## config.mk

```make
export PLATFORM = sky130hd
export DESIGN_NAME = burst_narrow
export DESIGN_NICKNAME = d
export VERILOG_FILES = /design/src/hdl/chan_data_pkg.sv /design/src/hdl/burst_narrow.sv
export SDC_FILE = /design/constraint.sdc
export NUM_CORES = 1
export LEC_CHECK = 0
export BUFFER_PORTS_ARGS = -buffer_cell sky130_fd_sc_hd__buf_2
export CAP_MARGIN = 40
export CORE_MARGIN = 1.5
export CORE_UTILIZATION = 30
export DETAILED_ROUTE_END_ITERATION = 16
export MAX_ROUTING_LAYER = met4
export SYNTH_ARGS = -nofsm -noshare
export SYNTH_HDL_FRONTEND = slang
export SYNTH_SLANG_ARGS = --single-unit
```

## constraint.sdc

```tcl
create_clock -name clk125 -period 21 [get_ports clk125]
set_input_delay 2.1 -clock clk125 [delete_from_list [all_inputs] [get_ports clk125]]
set_output_delay 2.1 -clock clk125 [all_outputs]
set_load 0.02 [all_outputs]
```

## src/hdl/chan_data_pkg.sv

```systemverilog
`default_nettype none

package chan_data_pkg;

	localparam int BURST_W         = 128;                  // one stored burst
	localparam int WORD_W          = 32;                   // one link word
	localparam int WORDS_PER_BURST = BURST_W / WORD_W;     // 4 link words per burst
	localparam int STORE_DEPTH     = 64;                   // burst slots in the fill store
	localparam int ADDR_W          = $clog2(STORE_DEPTH);  // 6

	typedef logic [BURST_W-1:0] burst_t;

	// burst plus end-of-fill marker, store to narrowing stage
	typedef struct packed {
		burst_t data;
		logic   last;   // final burst of the fill read
	} burst_beat_t;

	typedef struct packed {
		logic [WORD_W-1:0] data;
		logic              last;  // final word of a reply or of a fill
	} link_beat_t;

	// one extra bit on each so a full store (64) can be described
	typedef struct packed {
		logic [ADDR_W:0] start;
		logic [ADDR_W:0] count;
	} rd_req_t;

endpackage

`default_nettype wire
```

## src/hdl/burst_narrow.sv

```systemverilog
`timescale 1ns/100ps
`default_nettype none

module burst_narrow (
	input  wire logic                        clk125,
	input  wire logic                        rst_n,
	input  wire chan_data_pkg::burst_beat_t  in_beat,
	input  wire logic                        in_valid,
	output logic                             in_ready,
	output chan_data_pkg::link_beat_t        out_beat,
	output logic                             out_valid,
	input  wire logic                        out_ready
);

	import chan_data_pkg::*;

	localparam int IDX_W = $clog2(WORDS_PER_BURST);

	burst_beat_t      hold;      // burst being sent out
	logic             full;
	logic [IDX_W-1:0] idx;       // word now on out_beat
	logic             word_end;  // last word of the held burst

	assign word_end  = (idx == IDX_W'(WORDS_PER_BURST - 1));
	assign out_valid = full;
	assign out_beat.data = hold.data[idx*WORD_W +: WORD_W];  // lsw first
	assign out_beat.last = hold.last && word_end;             // only on word three
	assign in_ready  = !full || (out_ready && word_end);      // refill as word three leaves

	always_ff @(posedge clk125) begin
		if (in_valid && in_ready)
			hold <= in_beat;
	end

	always_ff @(posedge clk125) begin
		if (!rst_n) begin
			full <= 1'b0;
			idx  <= '0;
		end else begin
			if (out_valid && out_ready) begin
				idx <= idx + 1'b1;  // wraps to zero after word three
				if (word_end)
					full <= 1'b0;
			end
			if (in_valid && in_ready)
				full <= 1'b1;
		end
	end

endmodule

`default_nettype wire

```

==> metrics <==
die height 130.1 um; worst-skew pair later-pin latency 0.41 ns; post-CTS sizing 0; wire per inst 15.74 um; Peak VDD IR 0.05101 mV; pre-CTS setup slack 15.99 ns; top cell type's share of synthesized area 0.7996; HP Class flip-flop to flip-flop; Detail Route Antenna Nets 0; IO buf count 167; CP Class input port to output pin; main area contributors after synthesis edfxtp_1 (80%), mux4_2 (13%), mux4_1 (2.2%), dfxtp_1 (1.2%), buf_12 (0.83%); Filler Cells Inserted 1445; clock skew 0.008644 ns; synth-to-layout area growth 34.53%; clock-pin slew on the worst setup and hold paths 0.06 ns; critical path startpoint category input port; vias in the first global route 2614; Setup WS post-layout 15.98 ns; Yosys reg bits 132; multi-input logic area 825.8 um2; CTS Root Cell clkbuf_16; drt total wl 9383 um; Synth area leader edfxtp_1; final net count 501; GPL Wtd Cong 0.6865; Warnings, synthesis 0; fraction of the yosys area taken by sequential cells 0.8120; postcts setup bufs 0; Worst EP required 18.90 ns; crit path DAT 2.92 ns; cts bufs inserted 17; Critical Path End Type output pin; total global-route track usage 0.1163; static leakage 2.450 nW; post-detail-place hpwl 6354 um; CTS Buffer Depth 2; number of vias per cell 4.273; TritonCTS clock tree done; Fmax 0.1993 GHz; max-slew violations 0; fin cells 596; DR DRC count 0; Synth Instances 185; core area 15830 um2; H-tree depth 4; register area 3936 um2; Starting Density 0.3061; Final Hold Vio Count 0; DR vias 2547; endpoints failing setup 0; Antenna Cells 0; initial antenna violation count 0; TritonCTS sink count 132; Cell Rows 46; status complete, no violations; RSZ-0062 raised after global routing no; measured slew at the worst slew-check pin 0.8949 ns; layout cells sized above 1 0.6132; Cells after DPL 564; mapped cell area 4845 um2; critical-path maximum fanout 5; Die Span X 130.1 um; gr ovfl total 0; Distinct cells, synth 19; Final Critical Period 5.017 ns; Max Cap Viol 0; final setup TNS 0 ns; pwr dens 99.71 nW/um2; Synthesized Nets 319; Finished Core Util 0.4118; hold_buf cts 0; Pwr Total 0.6498 mW; DR pass1 iterations 4; die footprint 16920 um2; largest net degree at the start of global routing 74; # IOs 168; 1st-iter DRT viols 153; first-pass GRT wire length 13600 um; period utilization 0.2389; relative slew slack 0.4034; synthesized area per cell 26.19 um2
## metrics by stage
stage | instance area [um2] | hold slack (ns)
4_1_cts | 6518 | 0.5549
5_1_grt | 6518 | 0.5946
2_1_floorplan | 4845 | 0.5940
3_5_place_dp | 5926 | 0.5470
6_report | 6518 | 0.5519
3_3_place_gp | 5898 | 0.5124
## cells in the mapped netlist
library cell,instances
buf_12,2
nor2b_1,1
nand3_1,1
nand3b_1,1
buf_2,3
a21boi_0,1
a21bo_2,2
a21oi_1,2
ha_1,1
inv_1,2
mux4_2,28
edfxtp_1,129
buf_6,1
dfxtp_1,3
buf_8,1
clkbuf_1,1
mux4_1,4
o21a_1,1
and2_1,1
## layout by cell type (no fill, tap or decap), types with 3 or more instances in the layout
cell type and instances:
mux4_2 28, clkinv_4 4, buf_4 3, bufinv_16 3
buf_2 167, mux4_1 4, clkinv_2 3, edfxtp_1 129
clkbuf_16 17
## state kept, by name, summed over array words and instances, names as in the netlist
signal     flops
hold         129
idx            2
out_valid      1
## per-layer routing
metal / track usage / vias to the layer above / wire (um)
li1: - / 1169 / -
met1: 0.1358 / 1262 / 3960
met2: 0.1789 / 105 / 4674
met3: 0.04469 / 11 / 587
met4: 0.05098 / 0 / 160
met5: - / - / 0
## report_power, final
part / switching, mW / internal (mW)
Clock: 0.107 / 0.186
Combinational: 0.0234 / 0.0222
Sequential: 0.00470 / 0.307
## kinds of logic (layout without fill, tap and decap cells)
family | Yosys count | in the layout | share of synthesized area
AO/OA/AOI/OAI | 6 | 6 | 0.009299
adder cells (fa/ha/maj) | 1 | 1 | 0.002582
buffers and inverters | 10 | 205 | 0.01911
flip-flops | 132 | 132 | 0.8120
multiplexers | 32 | 32 | 0.1519
AND/OR/NAND/NOR | 4 | 4 | 0.005167
## worst max-delay path, stage by stage
cell	delay [ns]
buf_2	0.13
a21boi_0	0.44
inv_1	0.08
buf_2	0.17
## path summary, 6_finish.rpt
path              startpoint  endpoint  slack (ns)  cells past startpoint
setup / recovery   out_ready  in_ready       15.98                      4
hold / removal     out_valid    idx[1]        0.55                      2
setup reg to reg      idx[0]  hold[81]       18.05                      5
hold reg to reg    out_valid    idx[1]        0.55                      2
## cell type report
cell class,count,area share
multi-input cells,43,0.1267
inverters,2,0.001152
well taps,216,0.04147
clock inverters,14,0.02496
clock buffers,18,0.06585
repair buffers,171,0.1359
flip-flops and latches,132,0.6040
Power figures use the tool's default switching activity.
