<file path="src/hdl/chan_data_pkg.sv">
`default_nettype none

package chan_data_pkg;

	localparam int BURST_W         = 128;                  // one stored burst
	localparam int WORD_W          = 32;                   // one link word
	localparam int WORDS_PER_BURST = BURST_W / WORD_W;     // 4 link words per burst
	localparam int STORE_DEPTH     = 64;                   // burst slots in the fill store
	localparam int ADDR_W          = $clog2(STORE_DEPTH);  // 6

	typedef logic [BURST_W-1:0] burst_t;

	// burst plus end-of-fill marker, store to narrowing stage
	typedef struct packed {
		burst_t data;
		logic   last;   // final burst of the fill read
	} burst_beat_t;

	typedef struct packed {
		logic [WORD_W-1:0] data;
		logic              last;  // final word of a reply or of a fill
	} link_beat_t;

	// one extra bit on each so a full store (64) can be described
	typedef struct packed {
		logic [ADDR_W:0] start;
		logic [ADDR_W:0] count;
	} rd_req_t;

endpackage

`default_nettype wire
</file>
<file path="src/hdl/tx_select.sv">
`timescale 1ns/100ps
`default_nettype none

module tx_select (
	input  wire logic                       clk125,
	input  wire logic                       rst_n,
	input  wire logic                       pause,       // asynchronous
	input  wire logic                       use_fill,
	input  wire chan_data_pkg::link_beat_t  rsp_beat,
	input  wire logic                       rsp_valid,
	output logic                            rsp_ready,
	input  wire chan_data_pkg::link_beat_t  fill_beat,
	input  wire logic                       fill_valid,
	output logic                            fill_ready,
	output chan_data_pkg::link_beat_t       tx_beat,
	output logic                            tx_valid,
	input  wire logic                       tx_ready,
	output logic                            fill_accept,
	output logic                            fill_last_accept
);

	logic pause_meta;
	logic pause_sync;  // two edges behind the pin

	always_ff @(posedge clk125) begin
		if (!rst_n) begin
			pause_meta <= 1'b0;
			pause_sync <= 1'b0;
		end else begin
			pause_meta <= pause;
			pause_sync <= pause_meta;
		end
	end

	// 2:1 mux, fill data only while the controller hands it the link
	assign tx_beat  = use_fill ? fill_beat : rsp_beat;
	assign tx_valid = (use_fill ? fill_valid : rsp_valid) && !pause_sync;

	// ready to the active source only, held off during pause so beats stay put
	assign rsp_ready  = !use_fill && tx_ready && !pause_sync;
	assign fill_ready =  use_fill && tx_ready && !pause_sync;

	assign fill_accept      = use_fill && tx_valid && tx_ready;
	assign fill_last_accept = fill_accept && fill_beat.last;  // end of the fill

endmodule

`default_nettype wire

</file>
<file path="config.mk">
export PLATFORM = sky130hd
export DESIGN_NAME = tx_select
export DESIGN_NICKNAME = d
export VERILOG_FILES = /design/src/hdl/chan_data_pkg.sv /design/src/hdl/tx_select.sv
export SDC_FILE = /design/constraint.sdc
export NUM_CORES = 1
export LEC_CHECK = 0
export BUFFER_PORTS_ARGS = -buffer_cell sky130_fd_sc_hd__buf_2
export CELL_PAD_IN_SITES_DETAIL_PLACEMENT = 1
export CELL_PAD_IN_SITES_GLOBAL_PLACEMENT = 2
export CORE_MARGIN = 5
export CORE_UTILIZATION = 11
export DETAILED_ROUTE_END_ITERATION = 8
export PLACE_DENSITY_LB_ADDON = 0.1
export SYNTH_ARGS = -nofsm -noshare
export SYNTH_HDL_FRONTEND = slang
export SYNTH_SLANG_ARGS = --single-unit
</file>
<file path="constraint.sdc">
create_clock -name clk125 -period 2 [get_ports clk125]
set_input_delay 0.2 -clock clk125 [delete_from_list [all_inputs] [get_ports clk125]]
set_output_delay 0.2 -clock clk125 [all_outputs]
set_load 0.05 [all_outputs]
</file>
==> impl_results.md <==
* Die Wd at 81.78 um
* Final Non-Filler Cells at 228
* PortBufs at 110
* Sw Ratio at 48.68%
* Critical path class: flip-flop to output pin
* Tot GR Track Use at 7.753%
* Syn Inst Count at 48
* Maximum clock rate at 737.0 MHz
* Crit-path max FO at 4
* Worst R2R End: pause_sync
* Min Clock Period, post-route at 1.357 ns
* Crit path DAT at 1.16 ns
* Reg power frac at under 10%
* Worst r2r path cells at 1
* Gate power share at 68.7%
* Vias in the first global route at between 900 and 1000
* Mapped Area at 566.8 sq um
* Design Power at 633.4 uW
* First-pass GRT wire length at 4112 um
* Hold Buf Count CTS at 0
* #FFs+latches synth at 2
* Overflow after GRT at 0
* Critical path launch point type: flip-flop
* Maximum clock path buffer count at 2
* Hold Path End: pause_meta
* Post-Syn Nets at 121
* Via/cell ratio at approximately 3.7
* Net Switching at 308.3 uW
* Sequential area share after synthesis at 7.064%
* Hold-critical path depth at 2
* Status: finished clean
* Final setup fails at 0
* Num CTS Buffers at 3
* Worst vdd ir at approximately 0.00027 V
* IO Pins at 111
* Leak Pwr at 0.7091 nW
* Skew-Pair Late Insertion Delay at roughly 0.21 ns
* Post-synthesis cell type count at 11
* Die height at 81.78 um
* Die ar. at 0.006688 sq mm
* Max-slew headroom at 82.60%
* Internal at between 300 and 400 uW
* DRC at 0
* Share of cells above drive strength 1 at between 90 and 100%
* Warnings, synthesis at 0
* Syn avg cell area at 11.81 sq um
* # rows at 26
* Least-Margin Pin Slew at 0.2628 ns
* Clock Power Share at 24.6%
* Worst Clk Skew at 0.001855 ns
* Total Wirelength at 2884 um
* Crit end category: output pin
* Total number of vias at roughly 840
* Unrepaired setup endpoints after global routing: false
* Area after DPL at 0.001186 sq mm
* Final Max Slew Viols at 0
* Hold Crit Class: primary input to flip-flop
* Post-CTS resize count at 0
* Setup bufs post-CTS at 0
* Detailed placement HPWL at 2609 um
* Initial DRC Count at 8
* Final period util at 67.85%
* Cell area after layout at about 0.0012 sq mm
* Hold Startpoint: pause
* Layout area overhead at 116.6%
* Antenna violations before repair at 0
* Worst flop-to-flop path startpoint: pause_meta
* Wire per inst at ~13 um
* Starting Density at ~11%
* Pwr/cell area at 516.0 mW/mm^2
* Layout Nets at 233
* H-tree Lvls at 1
* Hold WS at 0.1927 ns
* Core ar. at 0.005042 sq mm
* Antenna diode count at 0
* Worst EP required at around 1.8 ns
* CP startpoint: pause_sync
* CTS tree: yes
* Final hold viol count at 0
* # clock sinks at 2
* Root Buffer: clkbuf_8
* Pre-antenna DRT Iters at 2
* Post-route ant nets at 0
* Setup TNS at 0 ns
* Routability cong. at 0.6755
* Worst R2R Setup Slack at 1.48 ns
* Placed cells at 225
* Reg clk slew, reported paths at 0.03 ns
* Max-cap violation count at 0
* Largest net degree at the start of global routing at 39
[cells in the mapped netlist (all sizes together)]
library cell	number	area [sq um]
and3	1	6.260
and4	1	8.760
nor2	1	3.750
and2	3	18.77
mux2i	1	10.01
nor2b	2	12.51
mux2	33	427.9
dfxtp	2	40.04
buf	4	38.78
[critical path: stages (launching register included)]
cell and delay, ns:
dfxtp_1 0.30, nor2b_1 0.18, and4_1 0.20, buf_2 0.26
[final cells by class]
cell class | instances | area (sq um)
clock buffer | 3 | 41.29
fill | 644 | 3815
multi-input combinational | 42 | 488.0
sequential | 2 | 40.04
tap | 70 | 87.58
timing repair buffer | 111 | 570.5
[logic make-up after synthesis]
| group | Yosys count | share of synthesized area, % |
|---|---|---|
| mux | 34 | 77.26 |
| flops | 2 | 7.064 |
| buf+inv | 4 | 6.842 |
| simple gates | 8 | 8.830 |
[layout by cell type (no fill, tap or decap), drive strengths merged]
| cell | instances |
|---|---|
| mux2i | 1 |
| and3 | 1 |
| and2 | 3 |
| nor2b | 2 |
| nor2 | 1 |
| mux2 | 33 |
| dfxtp | 2 |
| clkbuf | 3 |
| and4 | 1 |
| buf | 111 |
[power by group through the flow]
stage / clock, mW / sequential, mW / combinational, mW
finish: 0.156 / 0.0428 / 0.435
floorplan: 0 / 0.0430 / 0.315
global placement: 0 / 0.0432 / 0.437
CTS: 0.162 / 0.0428 / 0.441
global route: 0.170 / 0.0430 / 0.458
detailed placement: 0 / 0.0433 / 0.440
[layer usage]
metal	wire (um)	vias up	global-route usage, %
li1	-	399	-
met1	922	369	7.212
met2	1473	72	15.11
met3	474	2	3.180
met4	13	0	2.492
met5	0	-	0
[how the worst max path moves through the flow]
stage                       endpoint  slack [ns]  cells past startpoint
global placement          tx_beat[6]        0.68                      4
floorplan                   tx_valid        0.58                      4
detailed placement       tx_beat[30]        0.66                      4
global route               rsp_ready        0.54                      3
CTS                 fill_last_accept        0.62                      3
finish              fill_last_accept        0.64                      3
[sequential cells by signal, summed over array words and instances (netlist names)]
name        count
pause_sync      1
pause_meta      1
[stage by stage]
step	utilization [%]	setup slack (ns)
final	24.34	0.6431
after global routing	24.34	0.5449
after detailed placement	23.52	0.6606
after global placement	23.52	0.6783
after floorplan	-	0.5789
after CTS	24.34	0.6210
No activity file was read; power rests on OpenSTA's default activity.
