**src/hdl/chan_cmd_pkg.sv**
```systemverilog
`default_nettype none

package chan_cmd_pkg;

	// opcodes carried in the top nibble of every command and reply word
	typedef enum logic [3:0] {
		CMD_WR_TAG   = 4'h1,  // arg is the new channel tag
		CMD_RD_TAG   = 4'h2,
		CMD_RD_COUNT = 4'h3,  // number of bursts in the store
		CMD_RD_FILL  = 4'h4,  // arg = {start, count}
		CMD_BAD      = 4'hf   // reply only, never sent as a command
	} cmd_op_e;

	// one 32-bit command word from the receive stream
	typedef struct packed {
		cmd_op_e     op;
		logic [11:0] spare;  // ignored
		logic [15:0] arg;    // tag, or start byte over count byte for a fill
	} cmd_word_t;

	// one 32-bit reply word, also used as the fill header
	typedef struct packed {
		cmd_op_e     op;     // echoed opcode or CMD_BAD
		logic [11:0] info;   // always zero for now
		logic [15:0] value;  // tag, burst count or stored count
	} rsp_word_t;

	localparam logic [15:0] TAG_RESET = 16'h0000;

endpackage

`default_nettype wire

```
**src/hdl/chan_data_pkg.sv**
```systemverilog
`default_nettype none

package chan_data_pkg;

	localparam int BURST_W         = 128;                  // one stored burst
	localparam int WORD_W          = 32;                   // one link word
	localparam int WORDS_PER_BURST = BURST_W / WORD_W;     // 4 link words per burst
	localparam int STORE_DEPTH     = 64;                   // burst slots in the fill store
	localparam int ADDR_W          = $clog2(STORE_DEPTH);  // 6

	typedef logic [BURST_W-1:0] burst_t;

	// burst plus end-of-fill marker, store to narrowing stage
	typedef struct packed {
		burst_t data;
		logic   last;   // final burst of the fill read
	} burst_beat_t;

	typedef struct packed {
		logic [WORD_W-1:0] data;
		logic              last;  // final word of a reply or of a fill
	} link_beat_t;

	// one extra bit on each so a full store (64) can be described
	typedef struct packed {
		logic [ADDR_W:0] start;
		logic [ADDR_W:0] count;
	} rd_req_t;

endpackage

`default_nettype wire
```
**src/hdl/cmd_ctrl.sv**
```systemverilog
`timescale 1ns/100ps
`default_nettype none

module cmd_ctrl (
	input  wire logic                       clk125,
	input  wire logic                       rst_n,
	input  wire chan_cmd_pkg::cmd_word_t    cmd_data,
	input  wire logic                       cmd_valid,
	output logic                            cmd_ready,
	output chan_data_pkg::link_beat_t       rsp_beat,
	output logic                            rsp_valid,
	input  wire logic                       rsp_ready,
	output chan_data_pkg::rd_req_t          rd_req,
	output logic                            rd_start,
	output logic                            use_fill,
	input  wire logic                       fill_accept,
	input  wire logic                       fill_last_accept,
	input  wire logic [chan_data_pkg::ADDR_W:0] stored_count
);

	import chan_data_pkg::*;
	import chan_cmd_pkg::*;

	typedef enum logic [1:0] {
		ST_IDLE,    // waiting for a command
		ST_REPLY,   // single-word reply pending on tx
		ST_HEADER,  // fill header pending on tx
		ST_FILL     // fill data owns the tx stream
	} state_e;

	state_e      state;
	state_e      dec_state;
	logic        run;          // low for the first cycle out of reset
	logic [15:0] tag;
	logic        cmd_take;
	logic [7:0]  fill_start;
	logic [7:0]  fill_count;
	logic [8:0]  fill_end;     // start + count, one bit of headroom
	logic        fill_ok;
	rsp_word_t   dec_word;
	logic        dec_last;

	assign cmd_ready = run && (state == ST_IDLE);  // one command in flight
	assign cmd_take  = cmd_valid && cmd_ready;

	assign fill_start = cmd_data.arg[15:8];
	assign fill_count = cmd_data.arg[7:0];
	assign fill_end   = {1'b0, fill_start} + {1'b0, fill_count};
	assign fill_ok    = (fill_count != 8'd0) && (fill_end <= 9'(stored_count));

	////////////////////////////////////////////////////////////////////////////
	// command decode, builds the reply word for the command on cmd_data
	always_comb begin
		dec_word.op    = CMD_BAD;
		dec_word.info  = '0;
		dec_word.value = '0;
		dec_last       = 1'b1;  // single-word replies end here
		dec_state      = ST_REPLY;
		case (cmd_data.op)
			CMD_WR_TAG: begin
				dec_word.op    = CMD_WR_TAG;
				dec_word.value = cmd_data.arg;   // echo the tag just written
			end
			CMD_RD_TAG: begin
				dec_word.op    = CMD_RD_TAG;
				dec_word.value = tag;
			end
			CMD_RD_COUNT: begin
				dec_word.op    = CMD_RD_COUNT;
				dec_word.value = 16'(stored_count);
			end
			CMD_RD_FILL: if (fill_ok) begin
				dec_word.op    = CMD_RD_FILL;
				dec_word.value = 16'(fill_count);  // header carries the burst count
				dec_last       = 1'b0;             // data words follow
				dec_state      = ST_HEADER;
			end
			default: ;  // undefined opcode gets CMD_BAD
		endcase
	end

	////////////////////////////////////////////////////////////////////////////
	// control FSM
	always_ff @(posedge clk125) begin
		if (!rst_n) begin
			run       <= 1'b0;
			state     <= ST_IDLE;
			rsp_valid <= 1'b0;
			rd_start  <= 1'b0;
			use_fill  <= 1'b0;
			tag       <= TAG_RESET;
		end else begin
			run      <= 1'b1;
			rd_start <= 1'b0;  // one-cycle pulse
			case (state)
				ST_IDLE: if (cmd_take) begin
					rsp_valid <= 1'b1;
					state     <= dec_state;
					if (cmd_data.op == CMD_WR_TAG)
						tag <= cmd_data.arg;
				end
				ST_REPLY: if (rsp_ready) begin  // rsp_valid is high here
					rsp_valid <= 1'b0;
					state     <= ST_IDLE;
				end
				ST_HEADER: if (rsp_ready) begin
					rsp_valid <= 1'b0;
					rd_start  <= 1'b1;  // kick the store read engine
					use_fill  <= 1'b1;  // hand tx to the fill path
					state     <= ST_FILL;
				end
				ST_FILL: if (fill_accept && fill_last_accept) begin
					use_fill <= 1'b0;
					state    <= ST_IDLE;
				end
				default: state <= ST_IDLE;
			endcase
		end
	end

	// reply word and read request latched with the command
	always_ff @(posedge clk125) begin
		if (cmd_take) begin
			rsp_beat.data <= dec_word;
			rsp_beat.last <= dec_last;
			rd_req.start  <= fill_start[ADDR_W:0];  // range already checked
			rd_req.count  <= fill_count[ADDR_W:0];
		end
	end

endmodule

`default_nettype wire

```
**config.mk**
```make
export PLATFORM = sky130hd
export DESIGN_NAME = cmd_ctrl
export DESIGN_NICKNAME = d
export VERILOG_FILES = /design/src/hdl/chan_cmd_pkg.sv /design/src/hdl/chan_data_pkg.sv /design/src/hdl/cmd_ctrl.sv
export SDC_FILE = /design/constraint.sdc
export NUM_CORES = 1
export LEC_CHECK = 0
export ABC_AREA = 1
export BUFFER_PORTS_ARGS = -buffer_cell sky130_fd_sc_hd__clkbuf_2
export CORE_ASPECT_RATIO = 2
export CORE_MARGIN = 1
export CORE_UTILIZATION = 46
export CTS_CLUSTER_DIAMETER = 100
export CTS_CLUSTER_SIZE = 12
export DETAILED_ROUTE_END_ITERATION = 10
export GPL_TIMING_DRIVEN = 1
export PLACE_DENSITY = 0.87
export RECOVER_POWER = 25
export SKIP_LAST_GASP = 1
export SLEW_MARGIN = 25
export SYNTH_ARGS = -nofsm -noshare
export SYNTH_HDL_FRONTEND = slang
export SYNTH_SLANG_ARGS = --single-unit
```
**constraint.sdc**
```tcl
create_clock -name clk125 -period 3 [get_ports clk125]
set_input_delay 0.45 -clock clk125 [delete_from_list [all_inputs] [get_ports clk125]]
set_output_delay 0.45 -clock clk125 [all_outputs]
set_load 0.005 [all_outputs]
```
==> metrics.csv <==
metric;value;unit
finalSetupViolCount;0;
final_antenna_net_count;0;
grt_pass1_vias;2406;
core;0.006106;mm^2
critPathLaunchType;input port;
path_max_fanout;9;
cts_max_level;3;
finalPower;2.287;mW
synthMuxAreaShare;0;
design_area;0.003636;mm^2
period_share;0.9055;
final_common_cell;nand2_1;
grt-ovfl-total;0;
wl;6.666;mm
fmax;368.1;MHz
syn2layout_area_growth;23.34;%
die_w;58.61;um
num_io_pins;96;
synth_xor_area_frac;0.01486;
nets;469;
cts_tree;built;
num_antenna_cells;0;
post_cts_resized;0;
grt_pass1_wl;10.48;mm
cts.sinks;57;
grt_max_degree;28;
die_h;115.2;um
ys_seq_elements;57;
ctsRootBufferMaster;clkbuf_16;
finalWeightedCongestion;0.9283;
drc;0;
cp.required;3.06;ns
holdCritPathClass;in -> reg;
synth_top_area_share;0.3565;
cts.path.max_buffers;2;
grt_setup_unrepaired;no;
drv_slew;0;
synth.top_cells.by_area;edfxtp_1 (36%), dfxtp_1 (15%), ha_1 (8.9%);
setup_tns;0;ns
syn-instance-count;315;
mostFrequentLayoutCells;nand2_1 (61), clkbuf_2 (56), nor2_1 (44);
cp-end-kind;flip-flop;
antenna_found_initial;0;
fin_skew;0.004508;ns
utilization;0.5955;
syn_avg_cell_area;9.358;um^2
cts_setup_buffers;0;
synth-async-reset-ratio;0;
worstSetupPathType;in -> reg;
fin_ws;0.2836;ns
first_iter_violations;118;
combPwrFrac;0.192;
power_frac_seq;0.419;
cts_made_buffers;9;
ir_drop;0.3082;mV
grt_use_total;0.2135;
p_sw;0.6179;mW
ys.flop_type;edfxtp_1;
clk_pin_slew;0.05;ns
min_period;2.716;ns
synth_edf_count;35;
routedWlPerCell;13.58;um
viasPerCell;5.138;
synth_fa_ha_area_frac;0.09593;
portBuffers;71;
core.rowCount;40;
power_density;628.9;mW/mm^2
yosysWarnings;0;
outcome;completed;
synth.largest_area_cell;edfxtp_1;
hold_viol;0;
netlist_area;0.002948;mm^2
max_cap_viol_count;0;
die_area;0.006752;mm^2
initial_core_util;0.4828;
dpl.hpwl;5.068;mm
swShare;0.2702;
drt_pass1_iterations;4;
drive_gt1_frac;0.2187;
p_leak;1.655;nW
synth_top_family_by_area;simple AND/OR/NAND/NOR gates;
max_slew_margin;0.4765;
synth-simple-area-share;0.2003;
synth-seq-area-share;0.5059;
pwr-share-clk;0.389;
dr_total_vias;2523;
dpl_cell_area;0.003415;mm^2
yosysUniqueCellTypes;35;
post-place-ws;-0.03342;ns
worst_pin_slew;0.7823;ns
cts_hold_buffers;0;
synth_compound_area_frac;0.09168;
p_int;1.669;mW
clk_latency;0.32;ns
critPathArrivalTime;2.78;ns
[cells in the mapped netlist (2+ instances only)]
cell type  count
nand2_1       61
nor2_1        43
inv_1         38
edfxtp_1      35
dfxtp_1       22
ha_1          21
o21ai_0       19
buf_4         13
nand3_1       13
a22o_1         7
a21oi_1        6
nand2_2        4
xnor2_1        4
a31oi_1        3
a21oi_2        2
nand2_4        2
nand3_2        2
nand3b_1       2
nand4_1        2
[cell type report]
type	count	area, um^2
multi-input cells	214	1230
well taps	84	105.1
flip-flops and latches	57	1491
repair buffers	81	396.6
clock inverters	4	18.77
clock buffers	12	246.5
fillers	549	2470
inverters	39	147.6
[power groups by stage]
stage	registers (mW)	logic (mW)	clock network [mW]
2_1_floorplan	0.981	0.267	0
3_3_place_gp	0.969	0.431	0
3_5_place_dp	0.972	0.446	0
4_1_cts	0.958	0.450	0.889
5_1_grt	0.964	0.493	0.936
6_report	0.958	0.439	0.890
[final timing paths]
| check | from | to | slack (ns) | depth (start not counted) |
|---|---|---|---|---|
| setup / recovery | cmd_data[8] | rsp_beat[7]$_DFFE_PP_ | 0.28 | 19 |
| hold / removal | rsp_ready | rd_start$_SDFF_PN0_ | 0.40 | 3 |
| setup reg to reg | state[1]$_SDFFE_PN0P_ | tag[1]$_SDFFE_PN0P_ | 1.02 | 8 |
| hold reg to reg | rsp_valid$_SDFFE_PN0P_ | rsp_valid$_SDFFE_PN0P_ | 0.46 | 2 |
[worst max-delay path, cell delays in order]
cell and delay [ns]:
clkbuf_2 0.11, ha_1 0.16, inv_1 0.05, fa_1 0.39, inv_1 0.09, a31oi_1 0.10, xnor2_1 0.16, ha_1 0.30
nand2_1 0.08, nor2_1 0.14, nand2_1 0.07, nand3_1 0.07, nand2_1 0.05, nand2_1 0.05, nand2_1 0.10, nand3_4 0.13
nand2_4 0.09, nand2_1 0.09, nand3_1 0.08
[cell families after synthesis]
logic type	after synthesis
and+or+nand+nor	133
other	1
buffers and inverters	55
DFF	57
AOI/OAI and AO/OA	42
adders and majority gates	22
xor gates and xnor gates	5
[through the flow]
| step | instances | hold slack (ns) |
|---|---|---|
| 2_1_floorplan | 326 | 0.4543 |
| 3_3_place_gp | 475 | 0.4512 |
| 3_5_place_dp | 475 | 0.4562 |
| 4_1_cts | 491 | 0.3542 |
| 5_1_grt | 491 | 0.4084 |
| 6_report | 491 | 0.4000 |
[state kept, by name (all words and copies together) (netlist names)]
name	cells
rd_start	1
use_fill	1
state	2
tag	16
rsp_valid	1
rsp_beat	21
rd_req	14
run	1
[metal layers]
metal / share of wire / track usage / vias up
met5: 0 / 0 / -
met4: 0.048 / 0.1492 / 0
met3: 0.052 / 0.05287 / 26
met2: 0.56 / 0.3908 / 111
met1: 0.34 / 0.1981 / 1193
li1: - / - / 1193
Note: power is estimated with default switching activity, not from simulation.
